### config.mk
export PLATFORM = sky130hd
export DESIGN_NAME = vga_controller
export DESIGN_NICKNAME = d
export VERILOG_FILES = /design/src/design/vga_pkg.sv /design/src/design/frame_compositor.sv /design/src/design/lives_bar.sv /design/src/design/score_digits.sv /design/src/design/vga_controller.sv /design/src/design/vga_sync_gen.sv
export SDC_FILE = /design/constraint.sdc
export NUM_CORES = 1
export LEC_CHECK = 0
export BUFFER_PORTS_ARGS = -buffer_cell sky130_fd_sc_hd__clkbuf_2
export CAP_MARGIN = 30
export CORE_MARGIN = 3
export CORE_UTILIZATION = 35
export CTS_BUF_LIST = sky130_fd_sc_hd__clkbuf_8
export DETAILED_ROUTE_END_ITERATION = 7
export HOLD_SLACK_MARGIN = 0.06
export PLACE_DENSITY = 0.61
export SLEW_MARGIN = 20
export SYNTH_ARGS = -nofsm -noshare
export SYNTH_HDL_FRONTEND = slang
export SYNTH_SLANG_ARGS = --single-unit
### constraint.sdc
create_clock -name VGA_CLK_n -period 3.9 [get_ports VGA_CLK_n]
set_input_delay 0 -clock VGA_CLK_n [delete_from_list [all_inputs] [get_ports VGA_CLK_n]]
set_output_delay 0 -clock VGA_CLK_n [all_outputs]
set_load 0.05 [all_outputs]
### src/design/vga_pkg.sv
`default_nettype none

package vga_pkg;

	// 640x480 at 800x525 total
	localparam int H_ACTIVE = 640;
	localparam int H_FRONT  = 16;
	localparam int H_SYNC   = 96;
	localparam int H_BACK   = 48;
	localparam int V_ACTIVE = 480;
	localparam int V_FRONT  = 10;
	localparam int V_SYNC   = 2;
	localparam int V_BACK   = 33;

	localparam int COORD_W = 10;
	localparam int SCORE_W = 10;
	localparam int LIVES_N = 5;
	localparam int COLOR_W = 24;

	localparam int PLAYER_SIZE = 32;

	// Score panels
	localparam int P1_PANEL_X  = 40;
	localparam int P2_PANEL_X  = 400;
	localparam int PANEL_Y     = 20;
	localparam int DIGIT_PITCH = 30;
	localparam int SEG_LONG    = 25;
	localparam int SEG_THICK   = 5;

	// Lives row below each score
	localparam int LIVES_Y     = 80;
	localparam int LIVES_PITCH = 15;
	localparam int LIVES_BOX   = 10;

	// Colours as {blue, green, red}
	localparam logic [COLOR_W-1:0] BG_COLOR     = 24'h401810;
	localparam logic [COLOR_W-1:0] P1_COLOR     = 24'h0080ff;
	localparam logic [COLOR_W-1:0] P2_COLOR     = 24'hb469ff;
	localparam logic [COLOR_W-1:0] SEG_COLOR    = 24'hffffff;
	localparam logic [COLOR_W-1:0] LIVES1_COLOR = 24'h0000ff;
	localparam logic [COLOR_W-1:0] LIVES2_COLOR = 24'haaaaaa;
	localparam logic [COLOR_W-1:0] END1_COLOR   = 24'h00ffff;
	localparam logic [COLOR_W-1:0] END2_COLOR   = 24'hff0000;

endpackage

`default_nettype wire

### src/design/frame_compositor.sv
`timescale 1ns/1ps
`default_nettype none

module frame_compositor import vga_pkg::*; (
	input  wire                VGA_CLK_n,
	input  wire                iRST_n,
	input  wire  [COORD_W-1:0] pix_x,
	input  wire  [COORD_W-1:0] pix_y,
	input  wire                active,
	input  wire                hs_raw,
	input  wire                vs_raw,
	input  wire  [COORD_W-1:0] p1_x,
	input  wire  [COORD_W-1:0] p1_y,
	input  wire  [COORD_W-1:0] p2_x,
	input  wire  [COORD_W-1:0] p2_y,
	input  wire                p1_lost,
	input  wire                p2_lost,
	input  wire                seg_hit,
	input  wire                lives1_hit,
	input  wire                lives2_hit,
	output logic [COLOR_W-1:0] color,
	output logic               hs,
	output logic               vs,
	output logic               blank_n
);

	function automatic logic in_player(input logic [COORD_W-1:0] px,
			input logic [COORD_W-1:0] py, input logic [COORD_W-1:0] ox,
			input logic [COORD_W-1:0] oy);
		int x;
		int y;
		x = int'(px) - int'(ox);
		y = int'(py) - int'(oy);
		return (x >= 0) && (x < PLAYER_SIZE) && (y >= 0) && (y < PLAYER_SIZE);
	endfunction

	logic               p1_hit;
	logic               p2_hit;
	logic [COLOR_W-1:0] next_color;

	assign p1_hit = in_player(pix_x, pix_y, p1_x, p1_y);
	assign p2_hit = in_player(pix_x, pix_y, p2_x, p2_y);

	always_comb begin
		if (lives2_hit)
			next_color = LIVES2_COLOR;
		else if (lives1_hit)
			next_color = LIVES1_COLOR;
		// End screen covers players and scores
		else if (p1_lost)
			next_color = END1_COLOR;
		else if (p2_lost)
			next_color = END2_COLOR;
		else if (p2_hit)
			next_color = P2_COLOR;
		else if (p1_hit)
			next_color = P1_COLOR;
		else if (seg_hit)
			next_color = SEG_COLOR;
		else
			next_color = BG_COLOR;
	end

	// Colour and sync leave together
	always_ff @(posedge VGA_CLK_n or negedge iRST_n) begin
		if (!iRST_n) begin
			color   <= '0;
			hs      <= 1'b1;
			vs      <= 1'b1;
			blank_n <= 1'b0;
		end else begin
			color   <= active ? next_color : '0;
			hs      <= hs_raw;
			vs      <= vs_raw;
			blank_n <= active;
		end
	end

endmodule

`default_nettype wire

### src/design/lives_bar.sv
`timescale 1ns/1ps
`default_nettype none

module lives_bar import vga_pkg::*; #(
	parameter int ORIGIN_X = P1_PANEL_X
) (
	input  wire [COORD_W-1:0] pix_x,
	input  wire [COORD_W-1:0] pix_y,
	input  wire [LIVES_N-1:0] lives,
	output logic              hit
);

	logic [LIVES_N-1:0] box_hit;
	int                 px;
	int                 py;
	logic               in_row;

	assign px = int'(pix_x);
	assign py = int'(pix_y);

	// All boxes share one row
	assign in_row = (py >= LIVES_Y) && (py < LIVES_Y + LIVES_BOX);

	for (genvar j = 0; j < LIVES_N; j++) begin : g_box
		localparam int BX = ORIGIN_X + j * LIVES_PITCH;

		logic in_col;

		assign in_col = (px >= BX) && (px < BX + LIVES_BOX);
		// Box j lit only while its bit is set
		assign box_hit[j] = lives[j] && in_col && in_row;
	end

	assign hit = |box_hit;

endmodule

`default_nettype wire

### src/design/score_digits.sv
`timescale 1ns/1ps
`default_nettype none

module score_digits import vga_pkg::*; #(
	parameter int ORIGIN_X = P1_PANEL_X
) (
	input  wire [COORD_W-1:0] pix_x,
	input  wire [COORD_W-1:0] pix_y,
	input  wire [SCORE_W-1:0] score,
	output logic              hit
);

	// Segment bits are {g, f, e, d, c, b, a}
	function automatic logic [6:0] seg_pattern(input logic [3:0] value);
		logic [6:0] pat;
		case (value)
			4'd0:    pat = 7'h3f;
			4'd1:    pat = 7'h06;
			4'd2:    pat = 7'h5b;
			4'd3:    pat = 7'h4f;
			4'd4:    pat = 7'h66;
			4'd5:    pat = 7'h6d;
			4'd6:    pat = 7'h7d;
			4'd7:    pat = 7'h07;
			4'd8:    pat = 7'h7f;
			4'd9:    pat = 7'h6f;
			default: pat = 7'h00;
		endcase
		return pat;
	endfunction

	function automatic logic in_rect(input int px, input int py, input int x0,
			input int y0, input int w, input int h);
		return (px >= x0) && (px < x0 + w) && (py >= y0) && (py < y0 + h);
	endfunction

	localparam int SEG_SIDE = SEG_LONG + SEG_THICK;
	localparam int RIGHT_X  = SEG_LONG - SEG_THICK;

	logic [SCORE_W-1:0] score_mod;
	logic [3:0]         digit [3];
	logic [2:0]         digit_hit;
	int                 px;
	int                 py;

	assign px = int'(pix_x);
	assign py = int'(pix_y);

	// Hundreds, tens, ones of the score modulo 1000
	always_comb begin
		score_mod = SCORE_W'(score % 1000);
		digit[0] = 4'(score_mod / 100);
		digit[1] = 4'((score_mod / 10) % 10);
		digit[2] = 4'(score_mod % 10);
	end

	for (genvar d = 0; d < 3; d++) begin : g_digit
		localparam int CX = ORIGIN_X + d * DIGIT_PITCH;

		logic [6:0] area;

		always_comb begin
			area[0] = in_rect(px, py, CX, PANEL_Y, SEG_LONG, SEG_THICK);
			area[1] = in_rect(px, py, CX + RIGHT_X, PANEL_Y, SEG_THICK, SEG_SIDE);
			area[2] = in_rect(px, py, CX + RIGHT_X, PANEL_Y + SEG_LONG,
				SEG_THICK, SEG_SIDE);
			area[3] = in_rect(px, py, CX, PANEL_Y + 2 * SEG_LONG, SEG_LONG, SEG_THICK);
			area[4] = in_rect(px, py, CX, PANEL_Y + SEG_LONG, SEG_THICK, SEG_SIDE);
			area[5] = in_rect(px, py, CX, PANEL_Y, SEG_THICK, SEG_SIDE);
			area[6] = in_rect(px, py, CX, PANEL_Y + SEG_LONG, SEG_LONG, SEG_THICK);
		end

		// Only lit segments count
		assign digit_hit[d] = |(area & seg_pattern(digit[d]));
	end

	assign hit = |digit_hit;

endmodule

`default_nettype wire

### src/design/vga_controller.sv
`timescale 1ns/1ps
`default_nettype none

module vga_controller import vga_pkg::*; #(
	parameter int H_ACTIVE = vga_pkg::H_ACTIVE,
	parameter int H_FRONT  = vga_pkg::H_FRONT,
	parameter int H_SYNC   = vga_pkg::H_SYNC,
	parameter int H_BACK   = vga_pkg::H_BACK,
	parameter int V_ACTIVE = vga_pkg::V_ACTIVE,
	parameter int V_FRONT  = vga_pkg::V_FRONT,
	parameter int V_SYNC   = vga_pkg::V_SYNC,
	parameter int V_BACK   = vga_pkg::V_BACK
) (
	input  wire                VGA_CLK_n,
	input  wire                iRST_n,
	input  wire  [COORD_W-1:0] p1_x,
	input  wire  [COORD_W-1:0] p1_y,
	input  wire  [COORD_W-1:0] p2_x,
	input  wire  [COORD_W-1:0] p2_y,
	input  wire  [SCORE_W-1:0] p1_score,
	input  wire  [SCORE_W-1:0] p2_score,
	input  wire  [LIVES_N-1:0] p1_lives,
	input  wire  [LIVES_N-1:0] p2_lives,
	output logic [7:0]         b_data,
	output logic [7:0]         g_data,
	output logic [7:0]         r_data,
	output logic               hs,
	output logic               vs,
	output logic               blank_n
);

	logic [COORD_W-1:0] pix_x;
	logic [COORD_W-1:0] pix_y;
	logic               active;
	logic               hs_raw;
	logic               vs_raw;
	logic               seg1_hit;
	logic               seg2_hit;
	logic               lives1_hit;
	logic               lives2_hit;
	logic [COLOR_W-1:0] color;

	vga_sync_gen #(
		.H_ACTIVE(H_ACTIVE), .H_FRONT(H_FRONT), .H_SYNC(H_SYNC), .H_BACK(H_BACK),
		.V_ACTIVE(V_ACTIVE), .V_FRONT(V_FRONT), .V_SYNC(V_SYNC), .V_BACK(V_BACK)
	) u_sync (
		.VGA_CLK_n, .iRST_n, .pix_x, .pix_y, .active, .hs_raw, .vs_raw
	);

	score_digits #(.ORIGIN_X(P1_PANEL_X)) u_score1 (
		.pix_x, .pix_y, .score(p1_score), .hit(seg1_hit)
	);

	score_digits #(.ORIGIN_X(P2_PANEL_X)) u_score2 (
		.pix_x, .pix_y, .score(p2_score), .hit(seg2_hit)
	);

	lives_bar #(.ORIGIN_X(P1_PANEL_X)) u_lives1 (
		.pix_x, .pix_y, .lives(p1_lives), .hit(lives1_hit)
	);

	lives_bar #(.ORIGIN_X(P2_PANEL_X)) u_lives2 (
		.pix_x, .pix_y, .lives(p2_lives), .hit(lives2_hit)
	);

	// A player with no lives left has lost
	frame_compositor u_comp (
		.VGA_CLK_n, .iRST_n, .pix_x, .pix_y, .active, .hs_raw, .vs_raw,
		.p1_x, .p1_y, .p2_x, .p2_y,
		.p1_lost(p1_lives == '0), .p2_lost(p2_lives == '0),
		.seg_hit(seg1_hit | seg2_hit), .lives1_hit, .lives2_hit,
		.color, .hs, .vs, .blank_n
	);

	assign b_data = color[23:16];
	assign g_data = color[15:8];
	assign r_data = color[7:0];

endmodule

`default_nettype wire

### src/design/vga_sync_gen.sv
`timescale 1ns/1ps
`default_nettype none

module vga_sync_gen import vga_pkg::*; #(
	parameter int H_ACTIVE = vga_pkg::H_ACTIVE,
	parameter int H_FRONT  = vga_pkg::H_FRONT,
	parameter int H_SYNC   = vga_pkg::H_SYNC,
	parameter int H_BACK   = vga_pkg::H_BACK,
	parameter int V_ACTIVE = vga_pkg::V_ACTIVE,
	parameter int V_FRONT  = vga_pkg::V_FRONT,
	parameter int V_SYNC   = vga_pkg::V_SYNC,
	parameter int V_BACK   = vga_pkg::V_BACK
) (
	input  wire                VGA_CLK_n,
	input  wire                iRST_n,
	output logic [COORD_W-1:0] pix_x,
	output logic [COORD_W-1:0] pix_y,
	output logic               active,
	output logic               hs_raw,
	output logic               vs_raw
);

	localparam int H_TOTAL = H_ACTIVE + H_FRONT + H_SYNC + H_BACK;
	localparam int V_TOTAL = V_ACTIVE + V_FRONT + V_SYNC + V_BACK;

	localparam logic [COORD_W-1:0] H_LAST   = COORD_W'(H_TOTAL - 1);
	localparam logic [COORD_W-1:0] V_LAST   = COORD_W'(V_TOTAL - 1);
	localparam logic [COORD_W-1:0] H_VIS    = COORD_W'(H_ACTIVE);
	localparam logic [COORD_W-1:0] V_VIS    = COORD_W'(V_ACTIVE);
	localparam logic [COORD_W-1:0] HS_START = COORD_W'(H_ACTIVE + H_FRONT);
	localparam logic [COORD_W-1:0] HS_END   = COORD_W'(H_ACTIVE + H_FRONT + H_SYNC);
	localparam logic [COORD_W-1:0] VS_START = COORD_W'(V_ACTIVE + V_FRONT);
	localparam logic [COORD_W-1:0] VS_END   = COORD_W'(V_ACTIVE + V_FRONT + V_SYNC);

	logic [COORD_W-1:0] h_cnt;
	logic [COORD_W-1:0] v_cnt;

	always_ff @(posedge VGA_CLK_n or negedge iRST_n) begin
		if (!iRST_n) begin
			h_cnt <= '0;
			v_cnt <= '0;
		end else if (h_cnt == H_LAST) begin
			h_cnt <= '0;
			// Frame wraps after the last line
			if (v_cnt == V_LAST)
				v_cnt <= '0;
			else
				v_cnt <= v_cnt + 1'b1;
		end else begin
			h_cnt <= h_cnt + 1'b1;
		end
	end

	// Negative sync pulses from the same counter state
	always_ff @(posedge VGA_CLK_n or negedge iRST_n) begin
		if (!iRST_n) begin
			pix_x  <= '0;
			pix_y  <= '0;
			active <= 1'b0;
			hs_raw <= 1'b1;
			vs_raw <= 1'b1;
		end else begin
			pix_x  <= h_cnt;
			pix_y  <= v_cnt;
			active <= (h_cnt < H_VIS) && (v_cnt < V_VIS);
			hs_raw <= !((h_cnt >= HS_START) && (h_cnt < HS_END));
			vs_raw <= !((v_cnt >= VS_START) && (v_cnt < VS_END));
		end
	end

endmodule

`default_nettype wire

==> impl_table.tex, run 1 <==
\begin{tabular}{lr}
\hline
Metric & Value \\
\hline
\multicolumn{2}{l}{\textbf{Outcome}} \\
\quad Outcome & finished, violations left \\
\quad Violations in the final reports & negative setup slack \\
\multicolumn{2}{l}{\textbf{Critical path}} \\
\quad Worst path most repeated cell & sky130\_fd\_sc\_hd\_\_ha\_4 \\
\quad Kind of start point of the critical path & primary input \\
\quad Crit path buf inv count & 6 \\
\quad Max incr delay on CP & approximately 580 ps \\
\quad Worst-case reg-to-reg path depth & 16 \\
\quad Largest fanout on the critical path & 5 \\
\quad Number of logic stages on the critical path including buffering & 38 \\
\quad Cell family with most CP delay & compound AO/OA/AOI/OAI gates \\
\quad Worst setup EP type & register \\
\quad Data required time of the worst path & 4100 ps \\
\quad Arrival time at the worst endpoint & 7530 ps \\
\quad Slowest stage cell on the critical path & sky130\_fd\_sc\_hd\_\_or4\_4 \\
\quad Class of the most critical setup path & in2reg \\
\multicolumn{2}{l}{\textbf{Placed design}} \\
\quad Number of port buffers & between 90 and 100 \\
\quad Detailed placement HPWL & 29.5 mm \\
\quad Final weighted congestion of routability-driven global placement & $\sim$0.95 \\
\quad Dpl cell area & 14600 sq um \\
\multicolumn{2}{l}{\textbf{Timing}} \\
\quad Part of the cycle the worst path needs & 188\% \\
\quad Remaining max-slew budget at the tightest pin & between 40\% and 50\% \\
\quad Worst Slack Setup Final & -3430 ps \\
\quad Period minus WS final & approximately 7300 ps \\
\quad Setup repair after global routing missed its margin & true \\
\quad Final Slew Violations & 0 \\
\quad Maximum clock rate & roughly 140 MHz \\
\quad Actual slew at the worst max-slew pin & just under 800 ps \\
\quad Final Hold Vio Count & 0 \\
\quad Number of setup violations in the final report & 11 \\
\quad Post-route clock skew & 4.51 ps \\
\multicolumn{2}{l}{\textbf{Pwr}} \\
\quad Leakage power figure & 7.28 nW \\
\quad Power, Total & between 5 and 6 mW \\
\quad Largest voltage drop on the vdd net & 0.514 mV \\
\quad Cell area power density & 329 nW/um\^{}2 \\
\multicolumn{2}{l}{\textbf{Final layout}} \\
\quad Multi-input gate area & between 8000 and 9000 sq um \\
\quad Most used cells in the layout excluding fill and tap cells & 420 x sky130\_fd\_sc\_hd\_\_buf\_4, 155 x sky130\_fd\_sc\_hd\_\_nor2\_1, 139 x sky130\_fd\_sc\_hd\_\_nand2\_1 \\
\quad Area overhead of the layout relative to synthesis & 41.6\% \\
\quad Final Cell Area & $\sim$15000 sq um \\
\quad Final-layout fill cell count & 2921 \\
\quad Layout cell share with drive strength beyond 1 & 32.7\% \\
\quad Ant diodes & 0 \\
\quad Storage element area & around 1500 sq um \\
\quad Commonest non-fill, non-tap cell in the layout & sky130\_fd\_sc\_hd\_\_buf\_4 \\
\quad Layout net count & about 2200 \\
\multicolumn{2}{l}{\textbf{Detailed routing}} \\
\quad Length of routed met3 wiring & 1.97 mm \\
\quad Mean routed wirelength per cell & 15.4 microns \\
\quad Total routed wirelength & 36.7 mm \\
\quad Number of iterations in the first detailed-routing pass & 6 \\
\quad Via Count & between 10000 and 15000 \\
\quad Met1 WL & 17.3 mm \\
\quad Detailed-route vias per instance & 5.56 \\
\quad Residual DRC & 0 \\
\quad Uppermost signal routing layer after detailed routing & met4 \\
\quad Routed wl met2 & 16.7 mm \\
\quad Number of nets with antenna violations after routing & 0 \\
\quad Iteration-0 DRC Markers & 877 \\
\multicolumn{2}{l}{\textbf{CTS}} \\
\quad TritonCTS sink count & between 60 and 70 \\
\quad Worst-path clk slew & 70 ps \\
\quad Clock tree from TritonCTS & built \\
\quad Total clock buffers created by CTS & 9 \\
\quad Clock latency reported for the late side of the worst-skew pair & 350 ps \\
\quad Root cell of the clock tree & sky130\_fd\_sc\_hd\_\_clkbuf\_8 \\
\quad Maximum buffer depth of the clock tree & 2 \\
\quad Number of levels in the clock H-tree & 3 \\
\multicolumn{2}{l}{\textbf{Logic synthesis}} \\
\quad Yosys cell types & $\sim$110 \\
\quad Proportion of synthesized chip area in sequential cells & 14.2\% \\
\quad Synthesized area per cell & 7.08 sq um \\
\quad Post-Synthesis Net Count & $\sim$1700 \\
\quad Netlist Area Pre-Place & 10800 sq um \\
\quad Number of flops mapped to enable cells by yosys & 0 \\
\quad Total number of yosys warnings & 0 \\
\quad Most frequently used flop master after synthesis & sky130\_fd\_sc\_hd\_\_dfrtp\_1 \\
\quad \#FFs+latches synth & 61 \\
\quad Fraction of synthesis flops using an asynchronous set or reset pin & between 90\% and 100\% \\
\quad Gate Count Post-Synth & between 1500 and 2000 \\
\multicolumn{2}{l}{\textbf{Min path}} \\
\quad Cell count of the worst hold path & 5 \\
\quad Hold Path Class & in2reg \\
\multicolumn{2}{l}{\textbf{Global route}} \\
\quad First-pass GRT wire length & just over 60 mm \\
\quad Total global-route track usage & 21.5\% \\
\quad GRT Residual Overflow & 0 \\
\quad Pin count of the biggest net entering global routing & 33 \\
\quad Number of global-route vias before repair & 12800 \\
\quad Initial antenna violation count & 0 \\
\multicolumn{2}{l}{\textbf{Die}} \\
\quad Horizontal extent of the die & 181 microns \\
\quad Number of cell rows & 63 \\
\quad Number of top-level pins & 99 \\
\quad Floorplan core area & 30000 sq um \\
\quad Initial core utilization & 35.9\% \\
\quad Die Ht & 181 microns \\
\quad Total die area & 32900 sq um \\
\multicolumn{2}{l}{\textbf{Run}} \\
\quad Number of max-capacitance violations reported & 0 \\
\hline
\end{tabular}
## worst min-delay path: cells and delay by family
| family | cells | cell delay (ps) |
|---|---|---|
| buffers and inverters | 1 | 110 |
| and+or+nand+nor | 4 | 360 |
## flip-flops by register name (all words and copies together) (netlist names)
signal and count:
u_sync.vs_raw 1, u_sync.active 1, u_comp.color 15, u_sync.hs_raw 1, u_comp.vs 1, u_comp.blank_n 1
u_sync.pix_x 10, u_sync.v_cnt 10, u_comp.hs 1, u_sync.pix_y 10, u_sync.h_cnt 10
## cell type report
| cell class | instances | share of cell area, % |
|---|---|---|
| flip-flops and latches | 61 | 10.1 |
| inverters | 106 | 2.61 |
| well taps | 390 | 3.21 |
| multi-input cells | 1277 | 57.9 |
| clock buffers | 9 | 0.814 |
| clock inverters | 7 | 0.394 |
| repair buffers | 528 | 25.0 |
## routing by layer
layer  vias up  GRT usage (%)
met3        55           2.42
met4         0           5.27
met1      6209           30.0
met5         -              0
li1       6559              -
met2       404           35.5
## stage by stage
step / setup WS (ps) / hold WS [ps] / setup TNS, ps / utilization, % / instances
after detailed placement: -4200 / 107 / -45530 / 48.7 / 2338
final: -3430 / 158 / -37300 / 50.8 / 2378
after global placement: -4070 / 98.3 / -44170 / 48.7 / 2338
after floorplan: -3860 / -296 / -41830 / - / 1518
after global routing: -3730 / 173 / -40340 / 50.8 / 2378
after CTS: -3250 / 128 / -35330 / 50.5 / 2373
## worst paths after layout
path                                      startpoint                    endpoint  slack [ps]
max in group asynchronous                     iRST_n   u_sync.pix_y[9]$_DFF_PN0_        2770
setup / recovery                         p2_score[3]  u_comp.color[15]$_DFF_PN0_       -3430
hold reg to reg              u_sync.hs_raw$_DFF_PN1_         u_comp.hs$_DFF_PN1_         360
min in group asynchronous                     iRST_n  u_comp.color[11]$_DFF_PN0_         250
setup reg to reg           u_sync.pix_y[1]$_DFF_PN0_  u_comp.color[10]$_DFF_PN0_         270
hold / removal                           p2_lives[4]  u_comp.color[22]$_DFF_PN0_         160
## report_power, final
group          internal (mW)  switching (mW)
clock                  0.238           0.268
sequential             0.680          0.0253
combinational           1.81            1.98
total                   2.73            2.28
## kinds of logic (layout without fill, tap and decap cells)
| group | after synthesis | count (layout) | share of synthesized area [%] |
|---|---|---|---|
| buf+inv | 180 | 650 | 7.03 |
| xor+xnor | 40 | 40 | 3.26 |
| flops | 61 | 61 | 14.2 |
| mux | 22 | 22 | 2.30 |
| simple gates | 598 | 598 | 28.3 |
| compound gates | 516 | 516 | 33.2 |
| fa+ha+maj | 101 | 101 | 11.6 |
## synthesized netlist by cell type, types with 28 or more instances
cell type / number / area share, %
sky130_fd_sc_hd__nand2_1: 140 / 4.9
sky130_fd_sc_hd__nor2_1: 157 / 5.5
sky130_fd_sc_hd__dfrtp_1: 57 / 13
sky130_fd_sc_hd__xnor2_1: 28 / 2.3
sky130_fd_sc_hd__nor3_1: 44 / 2.0
sky130_fd_sc_hd__ha_1: 96 / 11
sky130_fd_sc_hd__o21ai_0: 108 / 5.0
sky130_fd_sc_hd__nand3_1: 47 / 2.2
sky130_fd_sc_hd__nor2b_1: 30 / 1.7
sky130_fd_sc_hd__clkbuf_1: 42 / 1.5
sky130_fd_sc_hd__a21oi_1: 92 / 4.3
sky130_fd_sc_hd__inv_1: 99 / 3.5
## what timing repair did
item / in CTS / in global routing
gates resized for setup: 31 / 16
hold buffers: 5 / 0
buffers inserted: 14 / 5
pin swaps: 28 / 1
endpoints found under the setup margin: 11 / 11
endpoints found under the hold margin: 27 / 0
Power figures use the tool's default switching activity.
==> run 2, diff against run 1 <==
Settings changed: SKIP_CTS_REPAIR_TIMING set to 1.
==> run 2 against run 1 <==
Net effect:
- the run still ends with negative setup slack left
- worst setup slack improved by 100 ps
- clock-buffer cell count unchanged
- register-to-register slack improved by 20 ps
- first-iteration DRC count increased by 7.0%
- final cell count is 0.38% lower
- non-clock buffer count decreased by 9
- clock power about the same
- clock skew decreased by 0.81 ps
- sequential cell count unchanged
- critical endpoint unchanged
- largest power group unchanged
==> impl_table.tex, run 2 (synthesized netlist as in run 1, its figures left out) <==
\begin{tabular}{lr}
\hline
Metric & Value \\
\hline
\multicolumn{2}{l}{\textbf{Die}} \\
\quad Floorplan core area & 30000 sq um (unchanged) \\
\quad Initial core utilization & 35.9\% (unchanged) \\
\quad Die Ht & 181 microns (unchanged) \\
\quad Number of cell rows & 63 (unchanged) \\
\quad Number of top-level pins & 99 (unchanged) \\
\quad Horizontal extent of the die & 181 microns (unchanged) \\
\quad Total die area & 32900 sq um (unchanged) \\
\multicolumn{2}{l}{\textbf{Critical path}} \\
\quad Class of the most critical setup path & in2reg \\
\quad Kind of start point of the critical path & primary input \\
\quad Arrival time at the worst endpoint & 7440 ps (-90 ps) \\
\quad Crit path buf inv count & 4 (-2) \\
\quad Worst-case reg-to-reg path depth & 16 (unchanged) \\
\quad Max incr delay on CP & 580 ps (about the same) \\
\quad Worst setup EP type & register \\
\quad Worst path most repeated cell & sky130\_fd\_sc\_hd\_\_ha\_4 \\
\quad Slowest stage cell on the critical path & sky130\_fd\_sc\_hd\_\_or4\_4 \\
\quad Largest fanout on the critical path & 5 (unchanged) \\
\quad Data required time of the worst path & 4100 ps (about the same) \\
\quad Cell family with most CP delay & simple AND/OR/NAND/NOR gates \\
\quad Number of logic stages on the critical path including buffering & 38 (unchanged) \\
\multicolumn{2}{l}{\textbf{Global route}} \\
\quad Initial antenna violation count & 0 (unchanged) \\
\quad GRT Residual Overflow & 0 (unchanged) \\
\quad First-pass GRT wire length & 59.9 mm (-1.9\%) \\
\quad Pin count of the biggest net entering global routing & 33 (unchanged) \\
\quad Total global-route track usage & 21.1\% (-0.41 points) \\
\quad Number of global-route vias before repair & 12600 (-1.6\%) \\
\multicolumn{2}{l}{\textbf{CTS}} \\
\quad Worst-path clk slew & 70 ps (about the same) \\
\quad Number of levels in the clock H-tree & 3 (unchanged) \\
\quad Total clock buffers created by CTS & 9 (unchanged) \\
\quad TritonCTS sink count & 61 (unchanged) \\
\quad Root cell of the clock tree & sky130\_fd\_sc\_hd\_\_clkbuf\_8 \\
\quad Maximum buffer depth of the clock tree & 2 (unchanged) \\
\quad Clock tree from TritonCTS & built \\
\quad Clock latency reported for the late side of the worst-skew pair & 350 ps (about the same) \\
\multicolumn{2}{l}{\textbf{Final layout}} \\
\quad Layout cell share with drive strength beyond 1 & 32.6\% (-0.10 points) \\
\quad Layout net count & 2142 (-0.42\%) \\
\quad Area overhead of the layout relative to synthesis & 40.7\% \\
\quad Largest register FFs & 15 (unchanged) \\
\quad Most used cells in the layout excluding fill and tap cells & 418 x sky130\_fd\_sc\_hd\_\_buf\_4, 155 x sky130\_fd\_sc\_hd\_\_nor2\_1, 139 x sky130\_fd\_sc\_hd\_\_nand2\_1 \\
\quad Share of the core filled with cells in the final layout & 50.5\% (-0.33 points) \\
\quad Ant diodes & 0 (unchanged) \\
\quad Top register by number of flip-flops & u\_comp.color \\
\quad Commonest non-fill, non-tap cell in the layout & sky130\_fd\_sc\_hd\_\_buf\_4 \\
\multicolumn{2}{l}{\textbf{Pwr}} \\
\quad Sequential share of power & 14.2\% (about the same) \\
\quad Cell area power density & 328 nW/um\^{}2 (-0.27\%) \\
\quad Largest voltage drop on the vdd net & 0.494 mV (-4.0\%) \\
\quad Leakage power figure & 7.22 nW (-0.77\%) \\
\quad Switching pwr & 2.26 mW (-0.59\%) \\
\quad Fraction of power consumed by the clock network & 10.3\% (+0.2 points) \\
\quad Internal Pwr Total & 2.69 mW (-1.2\%) \\
\quad Switching share of power & 45.7\% (+0.16 points) \\
\quad Part of the total power dissipated in combinational logic & 75.5\% (-0.3 points) \\
\multicolumn{2}{l}{\textbf{Timing}} \\
\quad Maximum clock rate & 138 MHz (+1.4\%) \\
\quad Period minus WS final & 7230 ps (-101 ps) \\
\quad Number of setup violations in the final report & 11 (unchanged) \\
\quad Worst slack on hold paths & 54.9 ps (-103 ps) \\
\quad Final Slew Violations & 0 (unchanged) \\
\quad Worst Slack Setup Final & -3330 ps (+101 ps) \\
\quad Actual slew at the worst max-slew pin & 791 ps (+1.27 ps) \\
\quad Remaining max-slew budget at the tightest pin & 46.8\% (-0.086 points) \\
\quad Part of the cycle the worst path needs & 185\% (-2.6 points) \\
\quad Post-route clock skew & 3.70 ps (-0.808 ps) \\
\quad Setup repair after global routing missed its margin & true \\
\quad Final Hold Vio Count & 0 (unchanged) \\
\multicolumn{2}{l}{\textbf{Detailed routing}} \\
\quad Detailed-route vias per instance & 5.55 (-0.17\%) \\
\quad Iteration-0 DRC Markers & 938 (+7.0\%) \\
\quad Via Count & 13200 (-0.54\%) \\
\quad Residual DRC & 0 (unchanged) \\
\quad Total routed wirelength & 36.4 mm (-0.98\%) \\
\quad Number of nets with antenna violations after routing & 0 (unchanged) \\
\quad Number of iterations in the first detailed-routing pass & 7 (+1) \\
\quad Mean routed wirelength per cell & 15.3 microns (-0.60\%) \\
\multicolumn{2}{l}{\textbf{Min path}} \\
\quad Cell count of the worst hold path & 4 (-1) \\
\quad Hold Path Class & in2reg \\
\multicolumn{2}{l}{\textbf{Placed design}} \\
\quad Final weighted congestion of routability-driven global placement & 0.948 (unchanged) \\
\quad Number of port buffers & 98 (unchanged) \\
\quad Detailed placement HPWL & 29.5 mm (unchanged) \\
\multicolumn{2}{l}{\textbf{Outcome}} \\
\quad Violations in the final reports & negative setup slack \\
\quad Outcome & finished, violations left \\
\multicolumn{2}{l}{\textbf{Run}} \\
\quad Number of max-capacitance violations reported & 0 (unchanged) \\
\hline
\end{tabular}
## run 2: routing by layer
metal	routed length, microns	track usage (%)	part of all wire, %	vias up
li1	-	-	-	6529
met1	17200	29.6	47	6161
met2	16500	34.5	45	406
met3	1940	2.32	5.3	59
met4	718	5.24	2.0	0
met5	0	0	0	-
## run 2: area by class of cell
class                           count  area [sq um]
Clock buffer                        9           124
Clock inverter                      7          60.1
Fill cell                        2919         14800
Inverter                          106           398
Multi-Input combinational cell   1277          8820
Sequential cell                    61          1530
Tap cell                          390           488
Timing Repair Buffer              519          3710
## run 2: final timing paths
| path | from | to | slack [ps] |
|---|---|---|---|
| worst min-delay path | p1_lives[2] | u_comp.color[10]$_DFF_PN0_ | 50 |
| worst max register to register | u_sync.pix_y[1]$_DFF_PN0_ | u_comp.color[10]$_DFF_PN0_ | 290 |
| worst min register to register | u_sync.hs_raw$_DFF_PN1_ | u_comp.hs$_DFF_PN1_ | 360 |
| max in group asynchronous | iRST_n | u_sync.pix_y[9]$_DFF_PN0_ | 2770 |
| worst max-delay path | p2_score[6] | u_comp.color[15]$_DFF_PN0_ | -3330 |
| min in group asynchronous | iRST_n | u_comp.color[11]$_DFF_PN0_ | 250 |
## run 2: worst min-delay path, cell delays in order
cell and delay, ps:
sky130_fd_sc_hd__clkbuf_2 110, sky130_fd_sc_hd__nor2_1 50, sky130_fd_sc_hd__nand2_1 120, sky130_fd_sc_hd__a21boi_1 90
## run 2: power by group through the flow
stage / combinational, mW / sequential, mW / clock, mW
6_report: 3.74 / 0.706 / 0.508
5_1_grt: 4.08 / 0.709 / 0.555
2_1_floorplan: 1.99 / 0.846 / 0
3_5_place_dp: 3.55 / 0.713 / 0
4_1_cts: 3.57 / 0.705 / 0.521
3_3_place_gp: 3.49 / 0.717 / 0
## run 2: per-stage QoR
stage	std cells	TNS, ps	power (mW)	cell area, sq um	setup WS, ps
2_1_floorplan	1518	-41830	2.84	11000	-3860
6_report	2369	-36360	4.96	15100	-3330
3_3_place_gp	2338	-44170	4.20	14600	-4070
5_1_grt	2369	-39560	5.34	15100	-3640
3_5_place_dp	2338	-45530	4.26	14600	-4200
4_1_cts	2354	-41980	4.79	14800	-3870
